[src/design/motion_pkg.sv]
package motion_pkg;

	// image geometry, kept small for simulation
	localparam int image_w = 64;
	localparam int image_h = 48;

	localparam int x_width = 6;
	localparam int y_width = 6;
	localparam int colour_width = 3;

	localparam int pix_addr_width = 12;   // image_w * image_h = 3072
	localparam int count_width = 13;

	// plotted ones per frame needed to flag motion
	localparam int motion_threshold = 40;

	typedef logic [pix_addr_width-1:0] pix_addr_t;

	typedef enum logic [1:0] {
		idle,
		request,
		wait_data,
		emit
	} scan_state_t;

endpackage

[src/design/mask_scanner.sv]
`timescale 1ns/10ps

module mask_scanner (
	input  logic                                clock,
	input  logic                                rst_n,
	input  logic                                frame_start,
	input  logic                                smoothing,
	output logic                                rd_req,
	output motion_pkg::pix_addr_t               rd_addr,
	input  logic                                rd_grant,
	input  logic                                rd_valid,
	input  logic                                rd_bit,
	output logic                                plot,
	output logic [motion_pkg::x_width-1:0]     plot_x,
	output logic [motion_pkg::y_width-1:0]     plot_y,
	output logic                                plot_colour,
	output logic                                frame_done,
	output logic [motion_pkg::count_width-1:0] motion_count,
	output logic                                motion_detected
);
	import motion_pkg::*;

	scan_state_t             state;
	logic [x_width:0]        col;       // column being loaded, one past the centre
	logic [y_width-1:0]      cy;
	logic [1:0]              row;       // 0 above, 1 same, 2 below
	logic [y_width:0]        ry;
	logic [2:0]              col_bits;
	logic [2:0]              win_a;     // two columns left of col
	logic [2:0]              win_b;     // centre column
	logic [count_width-1:0]  count;
	logic                    last_plot;
	logic                    in_image;
	logic                    bit_done;
	logic                    bit_val;
	logic                    plot_bit;

	assign ry = {1'b0, cy} + row - 1'b1;   // wraps high above row 0
	assign in_image = (ry < image_h) && (col < image_w);

	assign rd_req = (state == request) && in_image;
	assign rd_addr = pix_addr_t'(ry * image_w + col);

	// outside the image reads as zero without a memory access
	assign bit_done = ((state == request) && !in_image) || ((state == wait_data) && rd_valid);
	assign bit_val = (state == wait_data) && rd_bit;

	// erosion needs all nine
	assign plot_bit = smoothing ? &{win_a, win_b, col_bits} : win_b[1];

	always_ff @(posedge clock or negedge rst_n) begin
		if (!rst_n) begin
			state <= idle;
			col <= '0;
			cy <= '0;
			row <= '0;
			win_a <= '0;
			win_b <= '0;
			count <= '0;
			last_plot <= 1'b0;
			plot <= 1'b0;
			frame_done <= 1'b0;
			motion_count <= '0;
			motion_detected <= 1'b0;
		end else begin
			plot <= 1'b0;
			last_plot <= 1'b0;
			frame_done <= last_plot;
			if (last_plot) begin
				motion_count <= count;
				motion_detected <= (count >= motion_threshold);
			end
			case (state)
				idle: begin
					if (frame_start) begin
						col <= '0;
						cy <= '0;
						row <= '0;
						win_a <= '0;
						win_b <= '0;
						count <= '0;
						state <= request;
					end
				end
				request, wait_data: begin
					if (rd_grant) begin
						state <= wait_data;
					end
					if (bit_done) begin
						if (row == 2'd2) begin
							row <= '0;
							state <= emit;
						end else begin
							row <= row + 1'b1;
							state <= request;
						end
					end
				end
				emit: begin
					win_a <= win_b;
					win_b <= col_bits;
					plot <= (col != 0);   // first column only primes the window
					if (col != 0 && plot_bit) begin
						count <= count + 1'b1;
					end
					if (col == image_w) begin
						col <= '0;
						win_a <= '0;
						win_b <= '0;
						if (cy == image_h - 1) begin
							last_plot <= 1'b1;
							state <= idle;
						end else begin
							cy <= cy + 1'b1;
							state <= request;
						end
					end else begin
						col <= col + 1'b1;
						state <= request;
					end
				end
				default: state <= idle;
			endcase
		end
	end

	always_ff @(posedge clock) begin
		if (bit_done) begin
			col_bits[row] <= bit_val;
		end
		if (state == emit) begin
			plot_x <= x_width'(col - 1'b1);
			plot_y <= cy;
			plot_colour <= plot_bit;
		end
	end

endmodule

[config.mk]
export PLATFORM = sky130hd
export DESIGN_NAME = mask_scanner
export DESIGN_NICKNAME = d
export VERILOG_FILES = /design/src/design/motion_pkg.sv /design/src/design/mask_scanner.sv
export SDC_FILE = /design/constraint.sdc
export NUM_CORES = 1
export LEC_CHECK = 0
export BUFFER_PORTS_ARGS = -buffer_cell sky130_fd_sc_hd__buf_2
export CAP_MARGIN = 20
export CELL_PAD_IN_SITES_DETAIL_PLACEMENT = 1
export CELL_PAD_IN_SITES_GLOBAL_PLACEMENT = 1
export CORE_ASPECT_RATIO = 0.6
export CORE_MARGIN = 1.5
export CORE_UTILIZATION = 41
export CTS_CLUSTER_SIZE = 40
export DETAILED_ROUTE_END_ITERATION = 10
export GPL_TIMING_DRIVEN = 0
export PLACE_DENSITY = 0.76
export SLEW_MARGIN = 25
export SYNTH_ARGS = -nofsm -noshare
export SYNTH_HDL_FRONTEND = slang
export SYNTH_SLANG_ARGS = --single-unit
export TNS_END_PERCENT = 1
[constraint.sdc]
create_clock -name clock -period 2.65 [get_ports clock]
set_input_delay 0.53 -clock clock [delete_from_list [all_inputs] [get_ports clock]]
set_output_delay 0.53 -clock clock [all_outputs]
set_load 0.05 [all_outputs]
== Word-level counts from Yosys, hierarchy flattened ==
Index checks and enable logic that the tools add are counted.

* Input bits: 7
* Output and inout port bits: 42
* Word-level logic and storage cells: 95
* Register bits: 69

* Reduce and logical (&&, ||, !) cells: 20
* Muxes and demuxes: 34
* $lt $le $gt $ge: 5
* Add/subtract/negate cells: 8
* Equal/unequal tests: 12

{| class="wikitable"
|+ Operator list
! operator !! number
|-
| 13-bit two-way mux || 2
|-
| 13-bit case mux with 2 select lines || 1
|-
| 6-bit two-way mux || 3
|-
| 2-bit two-way mux || 8
|-
| 7-bit two-way mux || 2
|-
| 7-bit case mux with 2 select lines || 1
|-
| 13-bit by 1-bit adder with 13-bit output, second input constant || 1
|-
| 13-bit by 6-bit >= comparator with 1-bit output, second input constant || 1
|-
| 12-bit by 7-bit adder with 12-bit output || 1
|-
| 3-bit case mux with 2 select lines || 2
|-
| 6-bit case mux with 2 select lines || 1
|-
| 2-bit inequality test, second input constant || 5
|-
| 3-bit two-way mux || 3
|-
| 9-bit AND reduction || 1
|-
| 6-bit by 2-bit adder with 7-bit output || 1
|-
| 7-bit by 1-bit adder with 7-bit output, second input constant || 1
|-
| 7-bit equality test, second input constant || 1
|-
| 1-bit logical AND || 7
|-
| 7-bit by 6-bit < comparator with 1-bit output, second input constant || 1
|-
| 7-bit < comparator, second input constant || 1
|-
| 1-bit two-way mux || 7
|-
| 7-bit nonzero test || 1
|-
| 7-bit by 1-bit subtractor with 7-bit output, second input constant || 1
|-
| 6-bit by 1-bit adder with 6-bit output, second input constant || 1
|-
| other kinds (20) || 25
|}

== Logic depth before layout (Yosys ltp) ==
* Depth after elaboration: 9
* Mapped depth: 11
* Depth with buffers taken out: 11

== Least setup slack after synthesis ==
Ideal clock, no wire load.

* Path kind: reg-to-output
* Start: reg row[1]
* End: out rd_req
* Buffers on the path: 0
* Stages on the path, launching flop included: 10
* Data arrival time: 3,521 ps
* Path slack: -1,401 ps
* Data required time: 2,120 ps
* Cells stage by stage: dfrtp_1 inv_1 ha_1 inv_1 ha_1 fa_1 a211oi_2 o21ba_1 o41ai_2 nor4b_1

* Cells in the longest elaborated chain, start to end: 5

{| class="wikitable"
|+ Ends and longest elaborated chain
! what !! line !! source
|-
| start, declared || mask_scanner.sv:26 || <nowiki>logic [1:0] row;</nowiki>
|-
| start signal, assigned || mask_scanner.sv:94 || <nowiki>row <= row + 1'b1;</nowiki>
|-
| 6-bit by 2-bit adder with 7-bit output || mask_scanner.sv:38 || <nowiki>assign ry = {1'b0, cy} + row - 1'b1;</nowiki>
|-
| 7-bit by 1-bit subtractor with 7-bit output || mask_scanner.sv:38 ||
|-
| 7-bit by 6-bit < comparator with 1-bit output || mask_scanner.sv:39 || <nowiki>assign in_image = (ry < image_h) && (col < image_w);</nowiki>
|-
| 1-bit logical AND || mask_scanner.sv:39 ||
|-
| 1-bit logical AND || mask_scanner.sv:41 || <nowiki>assign rd_req = (state == request) && in_image;</nowiki>
|-
| end, declared || mask_scanner.sv:8 || <nowiki>output logic rd_req,</nowiki>
|}

No other way between the ends.

== Worst setup path after layout ==
* Start: reg cy[1]
* End: out rd_req

* Cells in the longest elaborated chain, start to end: 5

{| class="wikitable"
|+ Ends and longest elaborated chain
! what !! line !! source
|-
| start, declared || mask_scanner.sv:25 || <nowiki>logic [y_width-1:0] cy;</nowiki>
|-
| start signal, assigned || mask_scanner.sv:114 || <nowiki>cy <= cy + 1'b1;</nowiki>
|-
| 6-bit by 2-bit adder with 7-bit output || mask_scanner.sv:38 ||
|-
| 7-bit by 1-bit subtractor with 7-bit output || mask_scanner.sv:38 ||
|-
| 7-bit by 6-bit < comparator with 1-bit output || mask_scanner.sv:39 ||
|-
| 1-bit logical AND || mask_scanner.sv:39 ||
|-
| 1-bit logical AND || mask_scanner.sv:41 ||
|}

No other way between the ends.

==> impl_metrics.ini <==
[outcome]
status = finished, violations left
failed_checks = setup timing

[detailed_routing]
routedWlPerCell_um = 19.4
wl_um = 9940
drc = 0
vias_per_cell = 5.52
ant_nets = 0
vias = 2831
drtIter0Drc = 124
first_pass_iters = 5

[layout]
syn2layout_area_growth_pct = 25.3
post-route-util_pct = 53.3
n_fill_cell = 935
diodes = 0
nNetsFinal = 426
stdcell_count = 513
drive_above_1_share_pct = 32.4

[power]
power_frac_clock_pct = 27.6
p_int_mw = 2.97
fin_total_pwr_mw = 5.04
power_frac_comb_pct = 45.3
leakage_nw = 2.10
ir_drop_mv = 0.496
swShare_pct = 41.1
switchingPower_mw = 2.07
powerDensity_mw_per_mm2 = 1100
sequentialPowerShare_pct = 27.1

[cts]
cts.sinks = 69
clk_latency_ns = 0.33
clk_path_buf_depth = 2
cts_buffers = 9
h-tree-depth = 3
postCtsHoldBufs = 0
clk_pin_slew_ns = 0.06
tritoncts = built
clockRootBuffer = clkbuf_16

[timing]
holdWs_ns = 0.243
rsz0062_at_grt = true
hold_viol = 0
min_period_ns = 3.12
timing.fmax_mhz = 321
worst_pin_slew_ns = 0.705
layout_setup_ws_ns = -0.468
finalSetupViolCount = 12
slew_violations = 0
fin_tns_setup_ns = -2.91
fin_skew_ns = 0.00619
slew_headroom_pct = 53.0
post-route-period-util_pct = 118

[grt]
grtUsageTotal_pct = 22.4
grt_pass1_vias = 3114
grt_max_degree = 54
overflow = 0
antenna_found_initial = 0
grt_pass1_wl_um = 16600

[synthesis]
synth-compound-area-share_pct = 8.69
syn_nets = 359
yosysTopAreaCellShare_pct = 36.4
synth_top_family_by_area = simple AND/OR/NAND/NOR gates
synthSimpleGateAreaFrac_pct = 16.6
synth_cell_types = 54
synthFlopType = dfrtp_1
synth_fa_ha_area_share_pct = 8.11
ys_ff_latch = 69
synth_edf_count = 16
syn_inst = 329
ys_warn_count = 0
muxShareOfSynthArea_pct = 5.50
synth_area_mm2 = 0.00364
syn_avg_cell_area_um2 = 11.1
synth_xor_area_share_pct = 6.49
synth_seq_area_share_pct = 49.6
synthTopCellsByArea = dfrtp_1 36%, edfxtp_1 13%, ha_1 7.6%, xnor2_1 4.6%, mux2_2 4.0%
synth-async-reset-ratio_pct = 76.8
synth_top_cell_by_area = dfrtp_1

[placement]
gp_congestion = 0.861
numPortBuffers = 48
dp_hpwl_um = 6770
place_inst = 489

[die]
die-area_mm2 = 0.00947
initial_core_util_pct = 42.6
die_w_um = 125
die_y_um = 76.0
coreArea_mm2 = 0.00856
fp-row-count = 26
io-pin-count = 49

[setup_path]
crit_fanout = 2
worst_ep_required_time_ns = 2.12
worst_path_max_delay_cell = dfrtp_1
cp_data_arrival_time_ns = 2.59
max_stage_delay_ns = 0.37
startpoint_type = flip-flop
worst_setup_path_end_kind = output port
worstPathCellList = inv_2 > ha_4 > inv_2 > ha_4 > fa_2 > a211oi_2 > o21ba_2 > o41ai_4 > nor4b_4 > buf_6
worstSetupPathType = reg2out

[worst_hold_path]
hp-class = in2async

[flow_run]
drv_cap = 0
==> per-stage QoR <==
step / cell area [um^2] / worst slack [ns]
2_1_floorplan: 3700 / -0.350
3_3_place_gp: 4080 / -0.437
3_5_place_dp: 4080 / -0.478
4_1_cts: 4530 / -0.463
5_1_grt: 4560 / -0.565
6_report: 4560 / -0.468
==> state kept, by name (all words and copies together), names as in the netlist, 2 cells and up <==
name          cells
count            13
motion_count     13
win_b             3
col_bits          3
col               7
plot_x            6
state             2
row               2
win_a             3
cy                6
plot_y            6
==> Yosys cell counts (all sizes together), types with 2 or more instances <==
master,count
inv,24
xnor2,19
and2,2
o41ai,2
nand2,17
edfxtp,16
a22o,2
nor3b,4
nor3,9
nor4,2
a31oi,5
mux2i,5
nand4,9
and3,7
a21oi,10
nor4b,3
a32o,2
o211ai,2
nor2b,2
clkbuf,5
nor2,39
buf,10
xor2,8
ha,22
o21ai,9
mux2,13
nand3,14
dfrtp,53
==> power groups by stage <==
stage          Combinational (mW)  Sequential, mW  Clock (mW)
2_1_floorplan                1.49            1.47           0
3_3_place_gp                 1.96            1.37           0
3_5_place_dp                 2.04            1.38           0
4_1_cts                      2.22            1.35        1.40
5_1_grt                      2.44            1.38        1.46
6_report                     2.28            1.37        1.39
==> cell usage in the layout (no fill, tap or decap), drive strengths merged, types with 2 or more instances in the layout <==
cell type   n
clkbuf     15
and2        2
edfxtp     16
nand4       9
clkinv      2
nor3b       4
inv        25
mux2       13
o21ai       9
nor2       39
mux2i       5
a32o        2
a31oi       5
nand2      17
xor2        8
a22o        2
nor2b       2
dfrtp      53
nand3      14
buf        66
nor3        9
a21oi      10
xnor2      19
o211ai      2
bufinv      3
nor4b       3
nor4        2
o41ai       2
ha         22
and3        7
==> timing repair <==
action	4_1_cts	5_1_grt
pin swaps	7	0
setup endpoints to repair	32	20
setup buffers	8	0
cloned	0	0
gates resized for setup	16	5
==> worst paths after layout <==
kind / end / startpoint / slack [ns] / cells past startpoint
hold / removal: motion_count[12] / rst_n / 0.24 / 1
setup reg to reg: state[0] / cy[1] / -0.31 / 12
min in group clock: frame_done / last_plot / 0.39 / 0
hold reg to reg: frame_done / last_plot / 0.39 / 0
setup / recovery: rd_req / cy[1] / -0.47 / 10
max in group asynchronous: row[0] / rst_n / 1.89 / 1
==> metal layers <==
metal  wire length, um  vias up  track usage (%)
li1                  -     1280                -
met1              4460     1459             30.0
met2              4800       78             36.0
met5                 0        -                0
met4               134        0             6.09
met3               544       14             6.04
==> cell type report <==
cell class,instances,area [um^2],area share (%)
flip-flops and latches,69,1810,39.6
clock buffers,10,229,5.02
repair buffers,56,323,7.08
plain buffers,15,90.1,1.97
clock inverters,6,110,2.41
multi-input cells,221,1770,38.8
well taps,112,140,3.07
inverters,24,92.6,2.03
==> critical path, delay by kind of cell (launching register included) <==
kind / cells / cell delay [ns]
AOI/OAI and AO/OA: 3 / 0.60
adders and majority gates: 3 / 0.76
buffers and inverters: 3 / 0.30
DFF: 1 / 0.37
and+or+nand+nor: 1 / 0.23
==> cells by family (layout without fill, tap and decap cells) <==
logic type | Yosys count | count (layout)
AND/OR/NAND/NOR | 111 | 111
flip-flops | 69 | 69
XOR/XNOR | 27 | 27
buffers and inverters | 39 | 111
AO/OA/AOI/OAI | 42 | 42
multiplexers | 18 | 18
adder cells (fa/ha/maj) | 23 | 23
(Power assumes the default switching activity.)
