File: src/design/motion_pkg.sv
package motion_pkg;

	// image geometry, kept small for simulation
	localparam int image_w = 64;
	localparam int image_h = 48;

	localparam int x_width = 6;
	localparam int y_width = 6;
	localparam int colour_width = 3;

	localparam int pix_addr_width = 12;   // image_w * image_h = 3072
	localparam int count_width = 13;

	// plotted ones per frame needed to flag motion
	localparam int motion_threshold = 40;

	typedef logic [pix_addr_width-1:0] pix_addr_t;

	typedef enum logic [1:0] {
		idle,
		request,
		wait_data,
		emit
	} scan_state_t;

endpackage

File: src/design/diff_engine.sv
`timescale 1ns/10ps

module diff_engine (
	input  logic                                 clock,
	input  logic                                 rst_n,
	input  logic                                 pixel_valid,
	input  logic [motion_pkg::x_width-1:0]      pixel_x,
	input  logic [motion_pkg::y_width-1:0]      pixel_y,
	input  logic [motion_pkg::colour_width-1:0] pixel_colour,
	output motion_pkg::pix_addr_t                fs_rd_addr,
	input  logic [motion_pkg::colour_width-1:0] fs_rd_colour,
	output logic                                 fs_wr_en,
	output motion_pkg::pix_addr_t                fs_wr_addr,
	output logic [motion_pkg::colour_width-1:0] fs_wr_colour,
	output logic                                 mask_wr,
	output motion_pkg::pix_addr_t                mask_addr,
	output logic                                 mask_bit
);
	import motion_pkg::*;

	logic                    s1_valid;
	pix_addr_t               s1_addr;
	logic [colour_width-1:0] s1_colour;

	// stage one: frame store lookup runs alongside the pixel register
	assign fs_rd_addr = pix_addr_t'(pixel_y * image_w + pixel_x);

	always_ff @(posedge clock or negedge rst_n) begin
		if (!rst_n) begin
			s1_valid <= 1'b0;
			fs_wr_en <= 1'b0;
		end else begin
			s1_valid <= pixel_valid;
			fs_wr_en <= s1_valid;
		end
	end

	always_ff @(posedge clock) begin
		s1_addr <= fs_rd_addr;
		s1_colour <= pixel_colour;
		// stage two
		fs_wr_addr <= s1_addr;
		fs_wr_colour <= s1_colour;
		mask_bit <= (fs_rd_colour != s1_colour);   // changed since last frame
	end

	// mask write shares the frame store write slot
	assign mask_wr = fs_wr_en;
	assign mask_addr = fs_wr_addr;

endmodule

File: config.mk
export PLATFORM = sky130hd
export DESIGN_NAME = diff_engine
export DESIGN_NICKNAME = d
export VERILOG_FILES = /design/src/design/motion_pkg.sv /design/src/design/diff_engine.sv
export SDC_FILE = /design/constraint.sdc
export NUM_CORES = 1
export LEC_CHECK = 0
export BUFFER_PORTS_ARGS = -buffer_cell sky130_fd_sc_hd__buf_2
export CORE_MARGIN = 2
export CORE_UTILIZATION = 38
export CTS_CLUSTER_SIZE = 16
export DETAILED_ROUTE_END_ITERATION = 10
export PLACE_DENSITY = 0.76
export SETUP_SLACK_MARGIN = 0.5
export SYNTH_ARGS = -nofsm -noshare
export SYNTH_HDL_FRONTEND = slang
export SYNTH_SLANG_ARGS = --single-unit
File: constraint.sdc
create_clock -name clock -period 1.15 [get_ports clock]
set_clock_uncertainty 0.2 [all_clocks]
set_input_delay 0.115 -clock clock [delete_from_list [all_inputs] [get_ports clock]]
set_output_delay 0.115 -clock clock [all_outputs]
set_load 0.005 [all_outputs]
## Word level (Yosys, flattened, before mapping)

Cells that the tools add are included.

- Register bits after elaboration: 33
- Bits of input ports: 21
- Output and inout bits: 42
- Word-level logic and storage cells: 9

- Add/subtract/negate cells: 1
- Equal/unequal tests: 1

Operator list:

| cell | count |
|---|---|
| $add 12x6->12 | 1 |
| $ne 3x3->1 | 1 |

## Depth between registers and ports, before layout

Gate-level depths: netlist (run 1).

- Depth after elaboration: 1
- Gate-level depth with buffers: 2
- Mapped depth without buffers: 2

## Least setup slack after synthesis (run 1)

Ideal clock, no wire load.

- Path type: flip-flop to flip-flop
- Start: register s1_colour[0]
- End: register mask_bit
- Data arrival time: 503 ps
- Required time: 826 ps
- Setup slack: 323 ps
- Stages on the path, launching flop included: 3
- Path buffers: 0
- Period minus slack after synthesis: 827 ps
- Path through: dfxtp_1 -> xnor2_1 -> nand3_1

- Longest elaborated chain between the ends: 1

Ends and longest elaborated chain:

| element | line | text |
|---|---|---|
| start, declared | diff_engine.sv:23 | `logic [colour_width-1:0] s1_colour;` |
| start signal, assigned | diff_engine.sv:40 | `s1_colour <= pixel_colour;` |
| $ne 3x3->1 | diff_engine.sv:44 | `mask_bit <= (fs_rd_colour != s1_colour);` |
| end signal, assigned | diff_engine.sv:44 |  |
| end, declared | diff_engine.sv:17 | `output logic mask_bit` |

Every way passes these cells.

## Worst setup path after layout (run 1)

- Start: register fs_wr_en
- End: output fs_wr_en

RTL lines:

| element | line | text |
|---|---|---|
| start, declared | diff_engine.sv:12 | `output logic fs_wr_en,` |
| start signal, assigned | diff_engine.sv:34 | `fs_wr_en <= s1_valid;` |

No word-level cell between the ends.

==> metrics.md, run 1 <==
| Metric | Value |
|---|---|
| Final antenna-violating net count | `0` |
| Rel. slew slack | `92.0%` |
| Critical Path, Cell by Cell | `buf_2` |
| Critical path endpoint category | `output pin` |
| FF-to-FF path depth | `2` |
| Post-DP HPWL | `1.03 mm` |
| IO Port Bufs | `62` |
| Die W | `52.4 um` |
| Final Instance Count excl. Fillers | `136` |
| Startpoint Class | `flip-flop` |
| Most common cell after layout, fill and taps aside | `buf_2` |
| Syn Nets | `83` |
| Htree depth | `2` |
| CTS Sinks | `33` |
| Final core occ | `56.8%` |
| N_diodes | `0` |
| GRT Util Overall | `10.4%` |
| Post-cts hold buffer count | `1` |
| TNS Setup | `0 ns` |
| Final wirelength | `1.37 mm` |
| GPL Wtd Cong | `0.662` |
| Max Fclk | `878 MHz` |
| Post-route minimum period | `1.14 ns` |
| CTS tree | `built` |
| First-pass GRT wire length | `1.84 mm` |
| RSZ-0062 raised after global routing | `true` |
| Outcome | `finished with violations` |
| Nets | `128` |
| CP bufs+invs | `1` |
| Core region area | `2210 um2` |
| Site row count | `17` |
| Yosys top cell by area | `dfxtp_1` |
| Number of global-route vias before repair | `473` |
| Worst hold margin | `-0.313 ns` |
| Yosys warning total | `0` |
| Initial Utilization | `40.2%` |
| Seq/Total Area, Yosys | `75.4%` |
| Crit path DAT | `0.82 ns` |
| Clock buffer depth | `2` |
| Antenna violations before repair | `0` |
| Failing checks | `hold timing` |
| Final Hold Fails | `19` |
| CP Capture Point | `fs_wr_en` |
| Pleak | `0.613 nW` |
| Syn-to-layout area delta | `41.4%` |
| Worst r2r src | `s1_colour[2]` |
| Worst setup path category | `reg -> out` |
| CP Max Fanout | `2` |
| Placed insts | `127` |
| Avg WL per Cell | `10.1 um` |
| Critical path's slowest cell | `dfrtp_1` |
| DRT iter0 DRCs | `1` |
| Measured slew at the worst slew-check pin | `0.120 ns` |
| WP depth | `1` |
| Total CTS buffers | `5` |
| TritonRoute pass-1 iters | `2` |
| Power Density | `1570 nW/um2` |
| Final global-route overflow total | `0` |
| Worst skew pair latency | `0.31 ns` |
| # fillers | `200` |
| Crit-path leading delay family | `flip-flops` |
| Total number of vias | `529` |
| Largest net degree at the start of global routing | `10` |
| Critical path required time | `0.83 ns` |
| DRC | `0` |
| Top post-synthesis cells by area | `dfxtp_1, buf_4, dfrtp_1` |
| Final setup violation count | `0` |
| Mean Syn Cell Area | `14.3 um2` |
| Critical Path Start | `fs_wr_en` |
| Reg2reg end | `mask_bit` |
| Area occupied by multi-input gates | `38.8 um2` |
| Post-synth top area share | `69.8%` |
| Largest stage delay on the critical path | `0.38 ns` |
| Die Y-Extent | `52.4 um` |
| Post-synthesis cell type count | `5` |
| Clock-pin slew on the worst setup and hold paths | `0.09 ns` |
| Yosys reg bits | `33` |
| Max-cap violations | `0` |
| Mapped Cells | `62` |
| Final worst slack | `0.0112 ns` |
| Peak VDD IR | `1.19 mV` |
| Die area | `2740 um2` |
| I/O Pins | `63` |
| Root Driver | `clkbuf_4` |
| Setup slack, reg-to-reg | `0.30 ns` |
| Fin crit share | `99.0%` |
| Pre-CTS setup slack | `0.274 ns` |
| Share of layout cells above drive strength 1 | `76.9%` |
| Reg area | `689 um2` |
| Hold crit path type | `in -> reg` |
| Post-Syn Area | `890 um2` |
| Most frequent cells in the layout | `buf_2, buf_6, dfxtp_1` |
| Slew Limit Fails | `0` |
| Via density | `3.89` |
==> synth_stat cells (all sizes together) <==
cell	number
buf	25
dfrtp	2
xnor2	3
dfxtp	31
nand3	1
==> power breakdown <==
| part | switching (mW) | internal [mW] | total [mW] |
|---|---|---|---|
| Clock | 0.320 | 0.243 | 0.564 |
| Sequential | 0.0230 | 1.21 | 1.23 |
| Combinational | 0.0554 | 0.126 | 0.181 |
==> timing repair <==
action | in CTS | in global routing
endpoints found under the hold margin | 19 | 19
pin swaps | 1 | 0
resized for setup | 6 | 16
buffers inserted | 0 | 0
endpoints found under the setup margin | 36 | 39
gates cloned | 0 | 0
==> layer usage <==
layer | vias up | global-route usage (%) | wire length [um]
met2 | 38 | 17.5 | 761
met3 | 2 | 9.71 | 203
met4 | 0 | 6.41 | 15
met5 | - | 0 | 0
met1 | 234 | 7.27 | 389
li1 | 255 | - | -
==> worst min path at each step <==
stage	start	end	slack, ns	cells past startpoint
finish	pixel_x[4]	s1_addr[4]	-0.31	1
global route	pixel_x[5]	s1_addr[5]	-0.35	1
CTS	pixel_y[1]	s1_addr[7]	-0.34	1
detailed placement	rst_n	fs_wr_en	-0.30	1
global placement	rst_n	fs_wr_en	-0.30	1
floorplan	rst_n	fs_wr_en	-0.38	0
==> flip-flops by register name, indices dropped and copies added (netlist names) <==
signal        cells
fs_wr_en          1
fs_wr_addr       12
s1_addr          12
s1_colour         3
fs_wr_colour      3
mask_bit          1
s1_valid          1
==> cell families (layout without fill, tap and decap cells) <==
| group | count (synthesis) | count (layout) | synth area share [%] |
|---|---|---|---|
| DFF | 33 | 33 | 75.4 |
| xor gates and xnor gates | 3 | 3 | 2.95 |
| buffers and inverters | 25 | 71 | 21.1 |
| and+or+nand+nor | 1 | 1 | 0.562 |
==> final cells by class <==
class                   instances  share of cell area [%]
flip-flops and latches         33                    54.8
well taps                      28                    2.79
multi-input cells               4                    3.08
repair buffers                 63                    35.4
clock buffers                   8                    3.88
==> metrics by stage <==
stage	instance area, um2	total power, mW
finish	1260	1.98
global route	1260	2.09
CTS	1160	1.98
detailed placement	1060	1.39
global placement	1060	1.39
floorplan	956	1.36
(Power assumes the default switching activity.)
==> run 2, diff against run 1 <==
--- a/config.mk
+++ b/config.mk
@@ -5,12 +5,13 @@
 export SDC_FILE = /design/constraint.sdc
 export NUM_CORES = 1
 export LEC_CHECK = 0
+export ABC_AREA = 1
 export BUFFER_PORTS_ARGS = -buffer_cell sky130_fd_sc_hd__buf_2
 export CORE_MARGIN = 2
-export CORE_UTILIZATION = 38
+export CORE_UTILIZATION = 39
 export CTS_CLUSTER_SIZE = 16
 export DETAILED_ROUTE_END_ITERATION = 10
-export PLACE_DENSITY = 0.76
+export PLACE_DENSITY = 0.77
 export SETUP_SLACK_MARGIN = 0.5
 export SYNTH_ARGS = -nofsm -noshare
 export SYNTH_HDL_FRONTEND = slang
==> run 2 against run 1 <==
Highest routed layer unchanged. Clock power grew 13%. The flow still finishes with violations (hold timing). Utilization fell by 0.40 points. First-iteration DRC count grew to 3.0 times the previous value. Largest cell class unchanged. Sequential cell count stayed put. Cell count up 5.9%. Critical endpoint unchanged.
==> metrics.md, run 2 <==
| Metric | Value |
|---|---|
| Critical Path, Cell by Cell | `buf_2` |
| Core region area | `2210 um2` |
| Pre-CTS setup slack | `0.269 ns` |
| Mapped Cells | `70` |
| Worst hold margin | `-0.325 ns` |
| Final worst slack | `0.00589 ns` |
| Crit path DAT | `0.83 ns` |
| Top flop regs | `fs_wr_addr (12), s1_addr (12)` |
| Final setup violation count | `0` |
| Antenna violations before repair | `0` |
| GPL Wtd Cong | `0.667` |
| Die area | `2730 um2` |
| CP bufs+invs | `1` |
| Clock buffer depth | `2` |
| RSZ-0062 raised after global routing | `true` |
| Post-route minimum period | `1.14 ns` |
| Most frequent cells in the layout | `buf_2, dfxtp_2, dfxtp_1` |
| GRT Util Overall | `9.61%` |
| Post-Syn Area | `910 um2` |
| DRC | `0` |
| Via density | `3.85` |
| Critical path's slowest cell | `dfrtp_1` |
| Max Fclk | `874 MHz` |
| Final Instance Count excl. Fillers | `144` |
| Yosys warning total | `0` |
| Final Instance Area | `1250 um2` |
| Mean Syn Cell Area | `13.0 um2` |
| DRT iter0 DRCs | `3` |
| Number of global-route vias before repair | `459` |
| CTS tree | `built` |
| Failing checks | `hold timing` |
| Yosys top cell by area | `dfxtp_1` |
| Syn-to-layout area delta | `37.3%` |
| Die W | `52.3 um` |
| Top cells by count, synth | `dfxtp_1, buf_4, nand2_1, inv_1, dfrtp_1` |
| Worst skew pair latency | `0.32 ns` |
| Largest stage delay on the critical path | `0.38 ns` |
| Final global-route overflow total | `0` |
| Outcome | `finished with violations` |
| IO Port Bufs | `62` |
| TNS Setup | `0 ns` |
| Final Hold Fails | `19` |
| Crit-path leading delay family | `flip-flops` |
| Power Density | `1630 nW/um2` |
| Syn Nets | `91` |
| Yosys reg bits | `33` |
| Worst setup path category | `reg -> out` |
| FFs w/ async S/R, synth | `6.06%` |
| Most frequent cell after synthesis | `dfxtp_1` |
| CP Max Fanout | `2` |
| Largest net degree at the start of global routing | `11` |
| Post-cts hold buffer count | `1` |
| Peak VDD IR | `1.06 mV` |
| Post-synth top area share | `68.2%` |
| Share of layout cells above drive strength 1 | `75.9%` |
| Max-cap violations | `0` |
| Initial Utilization | `41.1%` |
| Prevailing post-synth register cell | `dfxtp_1` |
| Hold crit path type | `in -> reg` |
| Total CTS buffers | `5` |
| Avg WL per Cell | `9.38 um` |
| Die Y-Extent | `52.3 um` |
| Startpoint Class | `flip-flop` |
| First-pass GRT wire length | `1.74 mm` |
| Total number of vias | `554` |
| I/O Pins | `63` |
| Site row count | `17` |
| Rel. slew slack | `91.2%` |
| N_diodes | `0` |
| Final antenna-violating net count | `0` |
| EDFF count, synth | `0` |
| Seq/Total Area, Yosys | `73.7%` |
| Top post-synthesis cells by area | `dfxtp_1, buf_4, dfrtp_1` |
| Post-DP Area | `1080 um2` |
| CTS Sinks | `33` |
| Post-CTS Setup Bufs | `0` |
| Root Driver | `clkbuf_4` |
| Design Power | `2.04 mW` |
| Final wirelength | `1.35 mm` |
| Placed insts | `135` |
| Critical path required time | `0.83 ns` |
| Post-DP HPWL | `1.01 mm` |
| Fin crit share | `99.5%` |
| Measured slew at the worst slew-check pin | `0.131 ns` |
| TritonRoute pass-1 iters | `2` |
| Critical path endpoint category | `output pin` |
| Htree depth | `2` |
| Post-synthesis cell type count | `7` |
| Clock-pin slew on the worst setup and hold paths | `0.09 ns` |
| Pleak | `0.634 nW` |
| Most common cell after layout, fill and taps aside | `buf_2` |
| Nets | `136` |
| Slew Limit Fails | `0` |
[run 2: cell types whose count changed in the layout (fill, tap and decap cells not counted), sizes merged]
cell,delta
nand2,+6
inv,+4
xnor2,-2
[run 2: path summary, 6_finish.rpt]
path / start / endpoint / slack [ns] / cells after the start
hold / removal: pixel_y[3] / s1_addr[9] / -0.32 / 1
setup reg to reg: s1_colour[0] / mask_bit / 0.27 / 4
max in group asynchronous: rst_n / fs_wr_en / 0.76 / 2
hold reg to reg: s1_addr[10] / fs_wr_addr[10] / 0.13 / 0
min in group asynchronous: rst_n / s1_valid / -0.11 / 2
setup / recovery: fs_wr_en / fs_wr_en / 0.006 / 1
[run 2: per-layer routing]
| metal | global-route usage, % | up-vias | routed length, um |
|---|---|---|---|
| met3 | 7.14 | 3 | 204 |
| met4 | 6.41 | 0 | 33 |
| met2 | 15.2 | 39 | 694 |
| li1 | - | 275 | - |
| met1 | 8.39 | 237 | 417 |
| met5 | 0 | - | 0 |
[run 2: cell families (layout without fill, tap and decap cells)]
kind of cell	count (synthesis)	after routing	share of synthesized area (%)
and+or+nand+nor	7	7	3.03
DFF	33	33	73.7
buffers and inverters	29	75	22.3
xor gates and xnor gates	1	1	0.963
[run 2: where the power goes]
part / switching (mW) / total (mW) / internal, mW
registers: 0.0210 / 1.23 / 1.21
logic: 0.0567 / 0.167 / 0.111
clock network: 0.337 / 0.638 / 0.301
[run 2: layout make-up]
class,instances,area (um2)
multi-input combinational,8,41.3
clock buffer,8,58.8
timing repair buffer,63,408
fill,205,963
inverter,4,15.0
tap,28,35.0
sequential,33,691
[run 2: what timing repair did]
item | CTS | global route
setup endpoints to repair | 36 | 41
pin swaps | 1 | 1
gates cloned | 0 | 0
gates resized for setup | 7 | 15
hold endpoints to repair | 19 | 19
[run 2: per-stage QoR]
stage / hold slack [ns] / util, %
floorplan: -0.381 / -
global placement: -0.300 / 48.9
detailed placement: -0.296 / 48.9
CTS: -0.336 / 53.3
global route: -0.343 / 56.4
finish: -0.325 / 56.4
==> run 3, diff against run 2 <==
--- a/config.mk
+++ b/config.mk
@@ -12,7 +12,7 @@
 export CTS_CLUSTER_SIZE = 16
 export DETAILED_ROUTE_END_ITERATION = 10
 export PLACE_DENSITY = 0.77
-export SETUP_SLACK_MARGIN = 0.5
+export SETUP_SLACK_MARGIN = 0.05
 export SYNTH_ARGS = -nofsm -noshare
 export SYNTH_HDL_FRONTEND = slang
 export SYNTH_SLANG_ARGS = --single-unit
==> run 3 against run 2 <==
Highest routed layer unchanged. Non-clock buffer count grew 20. The flow now finishes without violations. Critical endpoint unchanged. Utilization grew 7.1 points. Sequential cell count is the same.
==> metrics.md, run 3 (synthesized netlist as in run 2, its figures left out) <==
| Metric | Value |
|---|---|
| First-pass GRT wire length | `2.57 mm` |
| Final wirelength | `1.70 mm` |
| Crit path DAT | `0.83 ns` |
| Top flop regs | `fs_wr_addr (12), s1_addr (12)` |
| Share of layout cells above drive strength 1 | `60.7%` |
| Syn-to-layout area delta | `54.6%` |
| Largest stage delay on the critical path | `0.38 ns` |
| FF-to-FF path depth | `2` |
| Final antenna-violating net count | `0` |
| Reg2reg end | `mask_bit` |
| Clock-pin slew on the worst setup and hold paths | `0.08 ns` |
| Final global-route overflow total | `0` |
| N_diodes | `0` |
| Die area | `2730 um2` |
| Worst skew pair latency | `0.32 ns` |
| Largest net degree at the start of global routing | `10` |
| Total number of vias | `644` |
| Fin crit share | `99.2%` |
| Critical Path, Cell by Cell | `buf_2` |
| DRT iter0 DRCs | `4` |
| Critical path required time | `0.83 ns` |
| Final core occ | `63.6%` |
| Most frequent cells in the layout | `buf_2, dlygate4sd3_1, dfxtp_1` |
| Worst r2r src | `s1_colour[2]` |
| Most common cell after layout, fill and taps aside | `buf_2` |
| Number of global-route vias before repair | `611` |
| Final setup violation count | `0` |
| Htree depth | `2` |
| Max-cap violations | `0` |
| Total CTS buffers | `5` |
| P_sw | `418 uW` |
| Measured slew at the worst slew-check pin | `0.120 ns` |
| Post-DP HPWL | `1.12 mm` |
| Critical path's slowest cell | `dfrtp_1` |
| Startpoint Class | `flip-flop` |
| Power Density | `1460 nW/um2` |
| Worst hold margin | `0.130 ns` |
| WP depth | `1` |
| CP Max Fanout | `2` |
| Nets | `156` |
| Via density | `3.95` |
| Critical Path Start | `fs_wr_en` |
| Clock buffer depth | `2` |
| Hold crit path type | `reg -> reg` |
| CTS tree | `built` |
| RSZ-0062 raised after global routing | `true` |
| CTS Sinks | `33` |
| GPL Wtd Cong | `0.653` |
| Peak VDD IR | `1.23 mV` |
| CP bufs+invs | `1` |
| Switching Share | `20.3%` |
| CP Capture Point | `fs_wr_en` |
| Core region area | `2210 um2` |
| I/O Pins | `63` |
| Outcome | `finished clean` |
| Cell-internal power | `1.64 mW` |
| # fillers | `195` |
| Antenna violations before repair | `0` |
| Site row count | `17` |
| Worst setup path category | `reg -> out` |
| Max Fclk | `876 MHz` |
| Avg WL per Cell | `10.4 um` |
| Combinational Power Share | `10.2%` |
| Crit-path leading delay family | `flip-flops` |
| Slew Limit Fails | `0` |
| TritonRoute pass-1 iters | `4` |
| Post-route minimum period | `1.14 ns` |
| GRT Util Overall | `14.5%` |
| Root Driver | `clkbuf_4` |
| DRC | `0` |
| Final Hold Fails | `0` |
| Die W | `52.3 um` |
| Initial Utilization | `41.1%` |
| Reg power frac | `59.9%` |
| Die Y-Extent | `52.3 um` |
| Pleak | `0.708 nW` |
| Post-CTS Setup Bufs | `0` |
| Critical path endpoint category | `output pin` |
| IO Port Bufs | `62` |
| Clk pwr share | `29.9%` |
| Setup slack, reg-to-reg | `0.29 ns` |
| Rel. slew slack | `91.9%` |
run 3: how the worst min path moves through the flow:
stage               startpoint  cells past startpoint       endpoint
floorplan                rst_n                      0       fs_wr_en
global placement         rst_n                      1       fs_wr_en
detailed placement       rst_n                      1       s1_valid
CTS                 s1_addr[6]                      0  fs_wr_addr[6]
global route        s1_addr[6]                      0  fs_wr_addr[6]
finish              s1_addr[6]                      0  fs_wr_addr[6]
run 3: what timing repair did:
| item | CTS | global route |
|---|---|---|
| gates cloned | 0 | 0 |
| gates resized for setup | 5 | 18 |
| endpoints found under the hold margin | 19 | 0 |
| endpoints found under the setup margin | 8 | 30 |
| hold buffers | 21 | 0 |
run 3: metal layers:
| metal | track usage, % | up-vias | wire [um] |
|---|---|---|---|
| met2 | 26.9 | 45 | 949 |
| met1 | 9.44 | 286 | 505 |
| met5 | 0 | - | 0 |
| met3 | 12.0 | 2 | 231 |
| li1 | - | 311 | - |
| met4 | 7.69 | 0 | 15 |
run 3: through the flow:
step / TNS (ns) / cells / power (mW) / setup WS, ns / area (um2)
4_1_cts: -0.0405 / 163 / 2.07 / -0.0224 / 1350
2_1_floorplan: 0 / 70 / 1.34 / 0.334 / 910
6_report: 0 / 163 / 2.06 / 0.00901 / 1410
3_3_place_gp: 0 / 135 / 1.38 / 0.325 / 1070
5_1_grt: -0.118 / 163 / 2.18 / -0.0602 / 1410
3_5_place_dp: 0 / 135 / 1.39 / 0.300 / 1070
run 3: cell type report:
| class | instances | area (um2) | area share [%] |
|---|---|---|---|
| multi-input combinational | 8 | 36.3 | 2.58 |
| inverter | 4 | 15.0 | 1.07 |
| clock buffer | 7 | 55.1 | 3.91 |
| tap | 28 | 35.0 | 2.49 |
| timing repair buffer | 83 | 577 | 41.0 |
| sequential | 33 | 688 | 48.9 |
run 3: power by group through the flow:
stage          registers, mW  clock network (mW)  logic [mW]
2_1_floorplan           1.25                   0      0.0810
3_3_place_gp            1.25                   0       0.134
3_5_place_dp            1.25                   0       0.138
4_1_cts                 1.23               0.648       0.196
5_1_grt                 1.24               0.713       0.229
6_report                1.23               0.615       0.210
